`config.mk`:
```
export PLATFORM = sky130hd
export DESIGN_NAME = swerve_reg_file
export DESIGN_NICKNAME = d
export VERILOG_FILES = /design/src/design/swerve_regs_pkg.sv /design/src/design/swerve_reg_file.sv /design/src/design/read_return.sv /design/src/design/rotation_settings.sv /design/src/design/rotation_channel.sv /design/src/design/drive_channel.sv /design/src/design/reg_addr_decode.sv
export SDC_FILE = /design/constraint.sdc
export NUM_CORES = 1
export LEC_CHECK = 0
export ABC_AREA = 1
export BUFFER_PORTS_ARGS = -buffer_cell sky130_fd_sc_hd__buf_2
export CAP_MARGIN = 0
export CORE_MARGIN = 5
export CORE_UTILIZATION = 28
export DETAILED_ROUTE_END_ITERATION = 10
export GPL_ROUTABILITY_DRIVEN = 0
export SYNTH_ARGS = -nofsm -noshare
export SYNTH_HDL_FRONTEND = slang
export SYNTH_SLANG_ARGS = --single-unit
```
`constraint.sdc`:
```
create_clock -name clock -period 1.2 [get_ports clock]
set_input_delay 0.24 -clock clock [delete_from_list [all_inputs] [get_ports clock]]
set_output_delay 0.24 -clock clock [all_outputs]
set_load 0.01 [all_outputs]
```
`src/design/swerve_regs_pkg.sv`:
```
/*
 Register map of the swerve-drive control block: addresses, field layouts and widths.
 Every RTL file refers to these by scoped names.
*/
package swerve_regs_pkg;

    localparam int ADDR_W    = 6;   // Byte address
    localparam int DATA_W    = 8;
    localparam int MAP_DEPTH = 64;  // Full 6-bit address space

    localparam int NUM_DRIVE = 4;
    localparam int NUM_ROT   = 4;

    // Broadcast addresses, 0x00 reserved
    localparam int ADDR_BCAST_ALL   = 'h01;  // All eight motor control regs
    localparam int ADDR_BCAST_ROT   = 'h02;
    localparam int ADDR_BCAST_DRIVE = 'h03;

    // Drive channel: control byte then status byte
    localparam int DRIVE_BASE   = 'h04;
    localparam int DRIVE_STRIDE = 2;

    // Rotation channel, five bytes each
    localparam int ROT_BASE      = 'h0C;
    localparam int ROT_STRIDE    = 5;
    localparam int ROT_CTRL_OFS  = 0;
    localparam int ROT_STAT_OFS  = 1;
    localparam int ROT_TARG_OFS  = 2;  // Target angle low byte
    localparam int ROT_CURR_OFS  = 3;  // Current angle low byte
    localparam int ROT_CURR2_OFS = 4;  // Current angle high, command on write

    // General rotation settings
    localparam int ADDR_GEN_CTRL = 'h20;
    localparam int ADDR_HAMMER   = 'h21;
    localparam int ADDR_DELAY    = 'h22;
    localparam int ADDR_OFFSET   = 'h23;
    localparam int ADDR_CRUISE   = 'h24;

    localparam int ABORT_BIT  = 4;  // CURR2 write bits
    localparam int UPDATE_BIT = 5;

    localparam int ANGLE_W      = 12;
    localparam int PWM_W        = 5;
    localparam int DRIVE_TEMP_W = 7;
    localparam int ROT_TEMP_W   = 6;

    typedef logic [DATA_W-1:0]    byte_t;
    typedef logic [ANGLE_W-1:0]   angle_t;
    typedef logic [MAP_DEPTH-1:0] wr_strobe_t;  // One enable per address
    typedef byte_t [MAP_DEPTH-1:0] reg_map_t;   // Read image of the map

    typedef struct packed {
        logic             brake;
        logic             enable;
        logic             direction;
        logic [PWM_W-1:0] pwm;
    } drive_ctrl_t;

    typedef struct packed {
        logic       brake;
        logic       enable;
        logic       direction;
        logic       spare;
        logic [3:0] angle_hi;  // Target angle bits 11:8
    } rot_ctrl_t;

    typedef struct packed {
        logic       enable_hammer;
        logic [1:0] retry_count;  // Retries before giving up
        logic [2:0] consec_chg;
        logic       enable_stall_chk;
        logic       spare;
    } gen_ctrl_t;

endpackage
```
`src/design/swerve_reg_file.sv`:
```
/*
 Top of the swerve-drive register block. Wires the address decoder, four drive and
 four rotation channels, the rotation settings and the registered read port.
*/
`timescale 1ns/1ps

module swerve_reg_file (
    input  logic                                    clock,
    input  logic                                    arst_n,
    input  logic [swerve_regs_pkg::ADDR_W-1:0]      address,
    input  logic                                    write_en,
    input  swerve_regs_pkg::byte_t                  wr_data,
    input  logic                                    read_en,
    output swerve_regs_pkg::byte_t                  rd_data,
    // Drive motors
    input  logic [swerve_regs_pkg::NUM_DRIVE-1:0]   drive_fault,
    input  logic [swerve_regs_pkg::NUM_DRIVE-1:0][swerve_regs_pkg::DRIVE_TEMP_W-1:0] drive_temp,
    output logic [swerve_regs_pkg::NUM_DRIVE-1:0]   drive_brake,
    output logic [swerve_regs_pkg::NUM_DRIVE-1:0]   drive_enable,
    output logic [swerve_regs_pkg::NUM_DRIVE-1:0]   drive_direction,
    output logic [swerve_regs_pkg::NUM_DRIVE-1:0][swerve_regs_pkg::PWM_W-1:0] drive_pwm,
    // Rotation motors
    input  logic [swerve_regs_pkg::NUM_ROT-1:0]     rot_fault,
    input  logic [swerve_regs_pkg::NUM_ROT-1:0]     rot_startup_fail,
    input  logic [swerve_regs_pkg::NUM_ROT-1:0][swerve_regs_pkg::ROT_TEMP_W-1:0] rot_temp,
    output logic [swerve_regs_pkg::NUM_ROT-1:0]     rot_brake,
    output logic [swerve_regs_pkg::NUM_ROT-1:0]     rot_enable,
    output logic [swerve_regs_pkg::NUM_ROT-1:0]     rot_direction,
    output swerve_regs_pkg::angle_t [swerve_regs_pkg::NUM_ROT-1:0] target_angle,
    input  swerve_regs_pkg::angle_t [swerve_regs_pkg::NUM_ROT-1:0] current_angle,
    input  logic [swerve_regs_pkg::NUM_ROT-1:0]     angle_done,
    output logic [swerve_regs_pkg::NUM_ROT-1:0]     update_angle,
    output logic [swerve_regs_pkg::NUM_ROT-1:0]     abort_angle,
    // General rotation settings
    output logic                                    enable_hammer,
    output logic                                    enable_stall_chk,
    output logic [1:0]                              retry_count,
    output logic [2:0]                              consec_chg,
    output logic [3:0]                              fwd_count,
    output logic [3:0]                              rvs_count,
    output swerve_regs_pkg::byte_t                  delay_target,
    output swerve_regs_pkg::byte_t                  profile_offset,
    output swerve_regs_pkg::byte_t                  cruise_power
);

    swerve_regs_pkg::wr_strobe_t  wr_strobe;
    swerve_regs_pkg::reg_map_t    reg_map;
    swerve_regs_pkg::byte_t [4:0] settings_bytes;

    // Per-channel read bytes
    swerve_regs_pkg::byte_t [swerve_regs_pkg::NUM_DRIVE-1:0] drive_ctrl_b, drive_stat_b;
    swerve_regs_pkg::byte_t [swerve_regs_pkg::NUM_ROT-1:0]   rot_ctrl_b, rot_stat_b;
    swerve_regs_pkg::byte_t [swerve_regs_pkg::NUM_ROT-1:0]   rot_targ_b, rot_curr_b, rot_curr2_b;

    reg_addr_decode reg_addr_decode_inst (
        .address   (address),
        .write_en  (write_en),
        .wr_strobe (wr_strobe)
    );

    for (genvar i = 0; i < swerve_regs_pkg::NUM_DRIVE; i++) begin : g_drive
        localparam int CTRL = swerve_regs_pkg::DRIVE_BASE + swerve_regs_pkg::DRIVE_STRIDE * i;
        drive_channel drive_channel_inst (
            .clock (clock), .arst_n (arst_n),
            .ctrl_wr (wr_strobe[CTRL]), .wr_data (wr_data),
            .fault (drive_fault[i]), .temp (drive_temp[i]),
            .brake (drive_brake[i]), .enable (drive_enable[i]),
            .direction (drive_direction[i]), .pwm (drive_pwm[i]),
            .ctrl_byte (drive_ctrl_b[i]), .status_byte (drive_stat_b[i])
        );
    end

    for (genvar i = 0; i < swerve_regs_pkg::NUM_ROT; i++) begin : g_rot
        localparam int BASE = swerve_regs_pkg::ROT_BASE + swerve_regs_pkg::ROT_STRIDE * i;
        rotation_channel rotation_channel_inst (
            .clock (clock), .arst_n (arst_n),
            .ctrl_wr (wr_strobe[BASE + swerve_regs_pkg::ROT_CTRL_OFS]),
            .targ_wr (wr_strobe[BASE + swerve_regs_pkg::ROT_TARG_OFS]),
            .cmd_wr  (wr_strobe[BASE + swerve_regs_pkg::ROT_CURR2_OFS]),
            .wr_data (wr_data),
            .fault (rot_fault[i]), .startup_fail (rot_startup_fail[i]), .temp (rot_temp[i]),
            .current_angle (current_angle[i]), .angle_done (angle_done[i]),
            .brake (rot_brake[i]), .enable (rot_enable[i]), .direction (rot_direction[i]),
            .target_angle (target_angle[i]),
            .update_angle (update_angle[i]), .abort_angle (abort_angle[i]),
            .ctrl_byte (rot_ctrl_b[i]), .status_byte (rot_stat_b[i]),
            .curr_lo_byte (rot_curr_b[i]), .curr_hi_byte (rot_curr2_b[i])
        );
    end

    rotation_settings rotation_settings_inst (
        .clock (clock), .arst_n (arst_n),
        .wr_strobe (wr_strobe[swerve_regs_pkg::ADDR_CRUISE:swerve_regs_pkg::ADDR_GEN_CTRL]),
        .wr_data (wr_data),
        .enable_hammer (enable_hammer), .enable_stall_chk (enable_stall_chk),
        .retry_count (retry_count), .consec_chg (consec_chg),
        .fwd_count (fwd_count), .rvs_count (rvs_count),
        .delay_target (delay_target), .profile_offset (profile_offset),
        .cruise_power (cruise_power), .settings_bytes (settings_bytes)
    );

    // Map image, unmapped and reserved bytes stay zero
    always_comb begin
        reg_map = '0;
        for (int i = 0; i < swerve_regs_pkg::NUM_DRIVE; i++) begin
            reg_map[swerve_regs_pkg::DRIVE_BASE + swerve_regs_pkg::DRIVE_STRIDE * i]     = drive_ctrl_b[i];
            reg_map[swerve_regs_pkg::DRIVE_BASE + swerve_regs_pkg::DRIVE_STRIDE * i + 1] = drive_stat_b[i];
        end
        for (int i = 0; i < swerve_regs_pkg::NUM_ROT; i++) begin
            reg_map[swerve_regs_pkg::ROT_BASE + swerve_regs_pkg::ROT_STRIDE * i +
                    swerve_regs_pkg::ROT_CTRL_OFS]  = rot_ctrl_b[i];
            reg_map[swerve_regs_pkg::ROT_BASE + swerve_regs_pkg::ROT_STRIDE * i +
                    swerve_regs_pkg::ROT_STAT_OFS]  = rot_stat_b[i];
            reg_map[swerve_regs_pkg::ROT_BASE + swerve_regs_pkg::ROT_STRIDE * i +
                    swerve_regs_pkg::ROT_TARG_OFS]  = rot_targ_b[i];
            reg_map[swerve_regs_pkg::ROT_BASE + swerve_regs_pkg::ROT_STRIDE * i +
                    swerve_regs_pkg::ROT_CURR_OFS]  = rot_curr_b[i];
            reg_map[swerve_regs_pkg::ROT_BASE + swerve_regs_pkg::ROT_STRIDE * i +
                    swerve_regs_pkg::ROT_CURR2_OFS] = rot_curr2_b[i];
        end
        for (int k = 0; k < 5; k++)
            reg_map[swerve_regs_pkg::ADDR_GEN_CTRL + k] = settings_bytes[k];
    end

    // Target low byte is the lower half of the decoded angle
    for (genvar i = 0; i < swerve_regs_pkg::NUM_ROT; i++) begin : g_targ
        assign rot_targ_b[i] = target_angle[i][7:0];
    end

    read_return read_return_inst (
        .clock   (clock),
        .arst_n  (arst_n),
        .read_en (read_en),
        .address (address),
        .reg_map (reg_map),
        .rd_data (rd_data)
    );

endmodule

```
`src/design/read_return.sv`:
```
/*
 Read port. Selects one byte of the register image and registers it when read_en
 is high, so data arrives one cycle after the read and then holds.
*/
`timescale 1ns/1ps

module read_return (
    input  logic                               clock,
    input  logic                               arst_n,
    input  logic                               read_en,
    input  logic [swerve_regs_pkg::ADDR_W-1:0] address,
    input  swerve_regs_pkg::reg_map_t          reg_map,
    output swerve_regs_pkg::byte_t             rd_data
);

    always_ff @(posedge clock or negedge arst_n) begin
        if (!arst_n)
            rd_data <= '0;
        else if (read_en)
            rd_data <= reg_map[address];  // Unmapped bytes are tied low upstream
    end

    // A read selects through a known address
    read_addr_known: assert property (@(posedge clock) disable iff (!arst_n)
        read_en |-> !$isunknown(address))
        else $error("read issued with an unknown address");

endmodule

```
`src/design/rotation_settings.sv`:
```
/*
 General rotation settings at 0x20 to 0x24: hammer, retry and stall-check controls,
 delay target, profile offset and cruise power. Bytes are also returned for reads.
*/
`timescale 1ns/1ps

module rotation_settings (
    input  logic                         clock,
    input  logic                         arst_n,
    input  logic [4:0]                   wr_strobe,  // 0x20 in bit 0
    input  swerve_regs_pkg::byte_t       wr_data,
    output logic                         enable_hammer,
    output logic                         enable_stall_chk,
    output logic [1:0]                   retry_count,
    output logic [2:0]                   consec_chg,
    output logic [3:0]                   fwd_count,
    output logic [3:0]                   rvs_count,
    output swerve_regs_pkg::byte_t       delay_target,
    output swerve_regs_pkg::byte_t       profile_offset,
    output swerve_regs_pkg::byte_t       cruise_power,
    output swerve_regs_pkg::byte_t [4:0] settings_bytes
);

    swerve_regs_pkg::byte_t [4:0] regs_q;
    swerve_regs_pkg::gen_ctrl_t   gen;

    always_ff @(posedge clock or negedge arst_n) begin
        if (!arst_n) begin
            regs_q <= '0;
        end else begin
            for (int i = 0; i < 5; i++) begin
                if (wr_strobe[i])
                    regs_q[i] <= wr_data;
            end
        end
    end

    assign gen              = regs_q[0];
    assign enable_hammer    = gen.enable_hammer;  // Hammer vs linear ramp
    assign retry_count      = gen.retry_count;
    assign consec_chg       = gen.consec_chg;
    assign enable_stall_chk = gen.enable_stall_chk;

    // Forward count in the high nibble
    assign {fwd_count, rvs_count} =
        regs_q[swerve_regs_pkg::ADDR_HAMMER - swerve_regs_pkg::ADDR_GEN_CTRL];
    assign delay_target   = regs_q[swerve_regs_pkg::ADDR_DELAY - swerve_regs_pkg::ADDR_GEN_CTRL];
    assign profile_offset = regs_q[swerve_regs_pkg::ADDR_OFFSET - swerve_regs_pkg::ADDR_GEN_CTRL];
    assign cruise_power   = regs_q[swerve_regs_pkg::ADDR_CRUISE - swerve_regs_pkg::ADDR_GEN_CTRL];
    assign settings_bytes = regs_q;

endmodule

```
`src/design/rotation_channel.sv`:
```
/*
 Control and target-angle registers of one rotation motor, its sampled status and
 angle, and the update and abort pulses raised by a write to the CURR2 byte.
*/
`timescale 1ns/1ps

module rotation_channel (
    input  logic                                   clock,
    input  logic                                   arst_n,
    input  logic                                   ctrl_wr,
    input  logic                                   targ_wr,       // Target angle low byte
    input  logic                                   cmd_wr,        // CURR2 write
    input  swerve_regs_pkg::byte_t                 wr_data,
    input  logic                                   fault,
    input  logic                                   startup_fail,  // Stalled at startup
    input  logic [swerve_regs_pkg::ROT_TEMP_W-1:0] temp,
    input  swerve_regs_pkg::angle_t                current_angle,
    input  logic                                   angle_done,
    output logic                                   brake,
    output logic                                   enable,
    output logic                                   direction,
    output swerve_regs_pkg::angle_t                target_angle,
    output logic                                   update_angle,
    output logic                                   abort_angle,
    output swerve_regs_pkg::byte_t                 ctrl_byte,
    output swerve_regs_pkg::byte_t                 status_byte,
    output swerve_regs_pkg::byte_t                 curr_lo_byte,
    output swerve_regs_pkg::byte_t                 curr_hi_byte
);

    swerve_regs_pkg::rot_ctrl_t ctrl_q;
    swerve_regs_pkg::byte_t     targ_q;

    always_ff @(posedge clock or negedge arst_n) begin
        if (!arst_n) begin
            ctrl_q       <= '0;
            targ_q       <= '0;
            update_angle <= 1'b0;
            abort_angle  <= 1'b0;
        end else begin
            if (ctrl_wr)
                ctrl_q <= wr_data;
            if (targ_wr)
                targ_q <= wr_data;
            // Single-cycle commands that drop unless written again
            update_angle <= cmd_wr & wr_data[swerve_regs_pkg::UPDATE_BIT];
            abort_angle  <= cmd_wr & wr_data[swerve_regs_pkg::ABORT_BIT];
        end
    end

    // Status side runs one cycle behind the motor
    always_ff @(posedge clock or negedge arst_n) begin
        if (!arst_n) begin
            status_byte  <= '0;
            curr_lo_byte <= '0;
            curr_hi_byte <= '0;
        end else begin
            status_byte  <= {fault, startup_fail, temp};
            curr_lo_byte <= current_angle[7:0];
            curr_hi_byte <= {angle_done, 3'b000, current_angle[11:8]};
        end
    end

    assign brake        = ctrl_q.brake;
    assign enable       = ctrl_q.enable;
    assign direction    = ctrl_q.direction;
    assign target_angle = {ctrl_q.angle_hi, targ_q};  // High nibble lives in control
    assign ctrl_byte    = ctrl_q;

    // Decode addresses one byte per write, so a channel sees at most one strobe
    one_strobe_per_channel: assert property (@(posedge clock) disable iff (!arst_n)
        $onehot0({ctrl_wr, targ_wr, cmd_wr}))
        else $error("more than one write strobe of a channel in one cycle");

endmodule

```
`src/design/drive_channel.sv`:
```
/*
 One drive motor: writable control byte split into brake, enable, direction and PWM,
 plus the status byte sampled from the motor every cycle.
*/
`timescale 1ns/1ps

module drive_channel (
    input  logic                                     clock,
    input  logic                                     arst_n,
    input  logic                                     ctrl_wr,     // From decode
    input  swerve_regs_pkg::byte_t                   wr_data,
    input  logic                                     fault,
    input  logic [swerve_regs_pkg::DRIVE_TEMP_W-1:0] temp,        // ADC temperature
    output logic                                     brake,
    output logic                                     enable,
    output logic                                     direction,
    output logic [swerve_regs_pkg::PWM_W-1:0]        pwm,
    output swerve_regs_pkg::byte_t                   ctrl_byte,
    output swerve_regs_pkg::byte_t                   status_byte
);

    swerve_regs_pkg::drive_ctrl_t ctrl_q;

    always_ff @(posedge clock or negedge arst_n) begin
        if (!arst_n) begin
            ctrl_q      <= '0;
            status_byte <= '0;
        end else begin
            if (ctrl_wr)
                ctrl_q <= wr_data;
            status_byte <= {fault, temp};  // Free-running sample
        end
    end

    assign brake     = ctrl_q.brake;
    assign enable    = ctrl_q.enable;
    assign direction = ctrl_q.direction;
    assign pwm       = ctrl_q.pwm;
    assign ctrl_byte = ctrl_q;  // Read back as written

endmodule

```
`src/design/reg_addr_decode.sv`:
```
/*
 Address decoder. Turns the address and write strobe into one write enable per
 byte, with the broadcast groups folded into the motor control enables.
*/
`timescale 1ns/1ps

module reg_addr_decode (
    input  logic [swerve_regs_pkg::ADDR_W-1:0] address,
    input  logic                               write_en,
    output swerve_regs_pkg::wr_strobe_t        wr_strobe
);

    logic bcast_drive;  // 0x01 or 0x03
    logic bcast_rot;    // 0x01 or 0x02

    assign bcast_drive = (address == swerve_regs_pkg::ADDR_BCAST_ALL) ||
                         (address == swerve_regs_pkg::ADDR_BCAST_DRIVE);
    assign bcast_rot   = (address == swerve_regs_pkg::ADDR_BCAST_ALL) ||
                         (address == swerve_regs_pkg::ADDR_BCAST_ROT);

    always_comb begin
        wr_strobe = '0;
        if (write_en) begin
            wr_strobe[address] = 1'b1;  // Direct hit
            for (int ch = 0; ch < swerve_regs_pkg::NUM_DRIVE; ch++) begin
                if (bcast_drive)
                    wr_strobe[swerve_regs_pkg::DRIVE_BASE +
                              swerve_regs_pkg::DRIVE_STRIDE * ch] = 1'b1;
            end
            for (int ch = 0; ch < swerve_regs_pkg::NUM_ROT; ch++) begin
                if (bcast_rot)
                    wr_strobe[swerve_regs_pkg::ROT_BASE + swerve_regs_pkg::ROT_STRIDE * ch +
                              swerve_regs_pkg::ROT_CTRL_OFS] = 1'b1;
            end
        end
    end

endmodule

```
* Word-level counts from Yosys, hierarchy flattened *
Cells that the tools add are included.

cells by class
  order comparisons = 2
  equality and inequality tests = 3
  multiplexer cells = 13
  bitwise logic cells = 8
  reduce and logical (&&, ||, !) cells = 3

operators by type and width
  operator                                                                       number
  8-bit binary-select mux with 6-bit select                                      1
  37-bit 2-to-1 mux                                                              1
  6-bit by 2-bit equality test with 1-bit output (second input constant)         2
  1-bit 2-to-1 mux                                                               9
  1-bit bitwise AND                                                              8
  8-bit 2-to-1 mux                                                               1
  6-bit by 7-bit less-than comparator with 1-bit output (second input constant)  1
  1-bit demux with 6-bit select                                                  1
  6-bit by 1-bit equality test with 1-bit output (second input constant)         1
  6-bit by 1-bit >= comparator with 1-bit output (second input constant)         1
  1-bit logical OR                                                               2
  1-bit logical AND                                                              1

word-level totals
  register bits after elaboration = 268
  input bits = 134
  output and inout bits = 147

* Logic depth before layout (Yosys ltp) *
  depth after elaboration = 7
  mapped depth = 13
  gate-level depth less buffers = 11

* Modules after synthesis *
Synthesis repeated with hierarchy kept, for this count alone.

unflattened totals
  cell total of the unflattened synthesis = 2147
  area, all modules = 15255.9 um2

modules (own cells, without submodules)
  module             times used  cells each  area an instance (um2)  seq. area each (um2)
  read_return        1           1197        5585.4                  200.2
  rotation_channel   4           106         1280.0                  975.9
  drive_channel      4           50          565.5                   400.4
  rotation_settings  1           209         1819.2                  1001.0
  reg_addr_decode    1           116         465.4                   0.0
  swerve_reg_file    1           1           3.8                     0.0

* Worst setup path after synthesis *
Ideal clock, no wire load.

  kind = input-to-reg
  start point = input address[0] (netlist name)
  end point = register read_return_inst.rd_data[6]
  library setup time = 0.117 ns
  arrival time = 1.382 ns
  required time = 1.083 ns
  setup slack = -0.299 ns
  cell stages on the path = 11
  path through = clkbuf_2 -> buf_4 -> buf_4 -> buf_2 -> nand2_1 -> nand3_1 -> nand3_1 -> a21oi_1 -> nand2_1 -> nor2_1 -> nor2_1

on the way
  longest elaborated chain between the ends = 2

ends and longest elaborated chain
  what                                       RTL line               RTL
  from (decl)                                swerve_reg_file.sv:10  input logic [swerve_regs_pkg::ADDR_W-1:0] address,
  8-bit binary-select mux with 6-bit select  read_return.sv:20      rd_data <= reg_map[address];
  8-bit 2-to-1 mux (not written as such)     read_return.sv:20
  to (signal assigned)                       read_return.sv:20
  to (decl)                                  read_return.sv:13      output swerve_regs_pkg::byte_t rd_data

No other way between the ends. The select of a mux whose other input is x is not followed.
A chain may end at the register's enable or synchronous reset.

* Worst setup path after layout *
  start point = register g_rot[2].rotation_channel_inst.ctrl_q, in the netlist g_rot[2].rotation_channel_inst.direction
  end point = output rot_direction[2] (netlist name)

RTL lines
  what                    RTL line                RTL
  from (decl)             rotation_channel.sv:31  swerve_regs_pkg::rot_ctrl_t ctrl_q;
  from (signal assigned)  rotation_channel.sv:42  ctrl_q <= wr_data;
  to (decl)               swerve_reg_file.sv:28   output logic [swerve_regs_pkg::NUM_ROT-1:0] rot_direction,

No word-level cell between the ends.

==> summary.md <==
| Metric | Value |
|---|---|
| Pre-antenna DRT Iters | 5 |
| Largest net degree at the start of global routing | 86 |
| Hold Path Class | input port to flop |
| Synthesis Warnings | 0 |
| Post-Place Setup Slack | -0.615 ns |
| Distinct cells, synth | 29 |
| Most used cell, CP | buf_6 |
| Slowest CP cell | dfrtp_1 |
| Max clock buf depth | 3 |
| Drt first-iter violations | between 900 and 1000 |
| Vias in the first global route | 12000 |
| Clock Latency Late Sink | 0.55 ns |
| Arrival @ worst endpoint | 1.21 ns |
| Mapped Cells | 1478 |
| Final wirelength | 50.0 mm |
| Dpl hpwl | 35.8 mm |
| Fin util | 0.445 |
| Critical path buffers and inverters | 2 |
| Final cycle utilization of the critical path | 1.21 |
| Die X | roughly 220 um |
| Max Clock Skew | about 0.021 ns |
| Layout cells sized above 1 | 0.374 |
| Post-synth top flop | dfrtp_1 |
| Final ANT Viol Nets | 0 |
| Cells along the critical path | buf_6, buf_6 |
| H-Tree Depth | 2 |
| CP Class | flop to output port |
| Clock slew at reported path FFs | 0.06 ns |
| Row cnt | 77 |
| CP Capture Type | output port |
| Mapped Nets | 1612 |
| Worst-Margin Slew | 0.646 ns |
| CTS Buf Count | 34 |
| Area growth, synth to finish | 57.4% |
| Fmax | 691 MHz |
| Initial core utilization | 0.283 |
| Clock tree root buffer cell | clkbuf_16 |
| Pins over their slew limit | 0 |
| Mapped Area | 12500 um^2 |
| EDFF count, synth | 0 |
| First-pass GRT wire length | 74.8 mm |
| Setup crit start kind | flop |
| CTS tree | yes |
| Initial antenna violation count | 6 |
| Core Area | ~44000 um^2 |
| Max VDD drop | 1060 uV |
| IO Pins | 281 |
| Port Buffer Count | 280 |
| Slew headroom | 0.568 |
| CP delay by family, top | flip-flops |
| RSZ-0062 raised after global routing | yes |
| Tot GR Track Use | 0.199 |
| Top-area cell type share of the netlist area | 0.538 |
| Cell Pwr Density | around 1600 nW/um^2 |
| Final setup viols | between 150 and 200 |
| Biggest area consumer among synthesized cells | dfrtp_1 |
| Top post-synthesis cells by area | dfrtp_1, nand2_1, buf_4, o21ai_0, nand3_1 |
| Crit-path max FO | 2 |
| Final Cell Area | ~20000 um^2 |
| Vias after detailed routing | 11600 |
| Leak Pwr | 0.00968 uW |
| Die height | 221 um |
| #FFs+latches synth | 268 |
| Tmin final | approximately 1.4 ns |
| DR WL/cell | 19.4 um |
| CTS sink count | 268 |
| Hold Fails Final Rpt | 0 |
| Die Footprint | 48900 um^2 |
| Status | finished with violations |
| Async set-reset flop share out of synthesis | 1.00 |
| Vias per cell | 4.49 |
| Nets | 2096 |
| Max capacitance violation total | 0 |
| R2R Setup Slk | -0.18 ns |
| CP max stage delay | 0.40 ns |
| Placed cell area | 15300 um^2 |
| Avg Cell Area, Syn | 8.44 um^2 |
| Post-route DRC | 0 |
| Sequential share of the synthesized area | 0.538 |
| Critical path data required time | 0.96 ns |
| Setup ws final | -0.247 ns |
| Failing checks | negative setup slack |
| Congestion Overflow GR | 0 |
==> placed cells by master (no fill, tap or decap), drive strengths merged <==
cell	count
nand3	107
dfrtp	268
clkbuf	49
nor2	110
clkinvlp	4
nor4	2
inv	133
dlygate4sd3	118
nor3	13
nand4	14
bufinv	3
a21oi	52
o31ai	1
buf	534
nand2	452
o211ai	7
diode	3
o21ai	115
clkinv	5
==> metrics by stage <==
step	power, uW	hold WS [ns]	setup TNS (ns)	cells
after global placement	17700	0.148	-57.81	2330
final	31400	0.109	-23.92	2582
after global routing	32900	0.113	-29.81	2581
after floorplan	15200	-0.0556	-10.83	1478
after detailed placement	17900	0.146	-60.88	2330
after CTS	31400	0.0789	-28.77	2567
==> path summary, 6_finish.rpt <==
kind                                                             start                                       endpoint  depth (start not counted)
setup / recovery              g_rot[2].rotation_channel_inst.direction                               rot_direction[2]                          2
hold reg to reg            g_rot[3].rotation_channel_inst.ctrl_byte[4]    g_rot[3].rotation_channel_inst.ctrl_byte[4]                          2
setup reg to reg                  g_drive[3].drive_channel_inst.pwm[0]                    read_return_inst.rd_data[0]                         10
min in group asynchronous                                       arst_n  g_rot[1].rotation_channel_inst.status_byte[1]                          2
hold / removal                                              wr_data[6]           g_drive[0].drive_channel_inst.enable                          3
max in group asynchronous                                       arst_n  g_rot[0].rotation_channel_inst.status_byte[3]                          3
==> routing by layer <==
| metal | routed length (um) | track usage | share of wire |
|---|---|---|---|
| met4 | 1280 | 0.0566 | 0.026 |
| met5 | 48 | 0 | 0.00096 |
| met1 | 21400 | 0.263 | 0.43 |
| met3 | 3270 | 0.0417 | 0.065 |
| met2 | 24000 | 0.332 | 0.48 |
==> cells in the mapped netlist (2+ instances only) <==
cell type and number:
nand2_1 445, dfrtp_1 268, buf_4 148, inv_1 127
o21ai_0 109, nand3_1 107, nor2_1 99, a21oi_1 52
buf_2 31, clkbuf_1 20, nand4_1 14, nor3_1 9
o211ai_1 7, nor2_4 6, buf_1 5, nor2_2 5
nand2_2 4, nor3_4 4, nand2_4 3, o21ai_2 3
inv_2 2, nor4_1 2, o21ai_4 2
==> cell type report <==
cell class / count / area, um^2
Antenna cell: 3 / 7.51
Clock buffer: 48 / 993
Clock inverter: 13 / 173
Fill cell: 4252 / 24500
Inverter: 132 / 542
Multi-Input combinational cell: 873 / 4370
Sequential cell: 268 / 6710
Tap cell: 592 / 741
Timing Repair Buffer: 653 / 6100
==> registers in the layout, summed over array words and instances, names as in the netlist, 8 cells and up <==
signal                                    cells
g_drive.drive_channel_inst.status_byte       32
g_rot.rotation_channel_inst.curr_lo_byte     32
g_rot.rotation_channel_inst.status_byte      32
g_rot.rotation_channel_inst.targ_q           32
g_drive.drive_channel_inst.pwm               20
g_rot.rotation_channel_inst.ctrl_byte        20
g_rot.rotation_channel_inst.curr_hi_byte     20
read_return_inst.rd_data                      8
rotation_settings_inst.cruise_power           8
rotation_settings_inst.delay_target           8
rotation_settings_inst.gen                    8
rotation_settings_inst.profile_offset         8
==> logic make-up (layout without fill, tap and decap cells) <==
logic type,Yosys count,count (layout),share of synthesized area
AO/OA/AOI/OAI,174,175,0.0753
buffers and inverters,338,846,0.151
flip-flops,268,268,0.538
other,0,3,0
AND/OR/NAND/NOR,698,698,0.236
==> power by group <==
part           leakage (uW)  internal (uW)  total (uW)  switching, uW
registers           0.00319          10300       11300            983
clock network      0.000561           6460       10600           4160
logic               0.00592           5230        9450           4230
==> what timing repair did <==
action                     in CTS  in global routing
buffers inserted               73                 12
hold endpoints to repair      385                  0
gates resized for setup       295                 63
setup endpoints to repair     156                173
cloned                          0                  1
pin swaps                      35                 39
hold buffers                  118                  0
==> worst register-to-register path: stages (launching register included) <==
cell and delay, ns:
dfrtp_1 0.42, buf_6 0.14, inv_4 0.04, nand2_2 0.05
nand3_2 0.09, nand2_2 0.05, o21ai_2 0.15, buf_6 0.13
nand3_2 0.06, nor2_1 0.10, nor2_1 0.05
No activity file was read; power rests on OpenSTA's default activity.
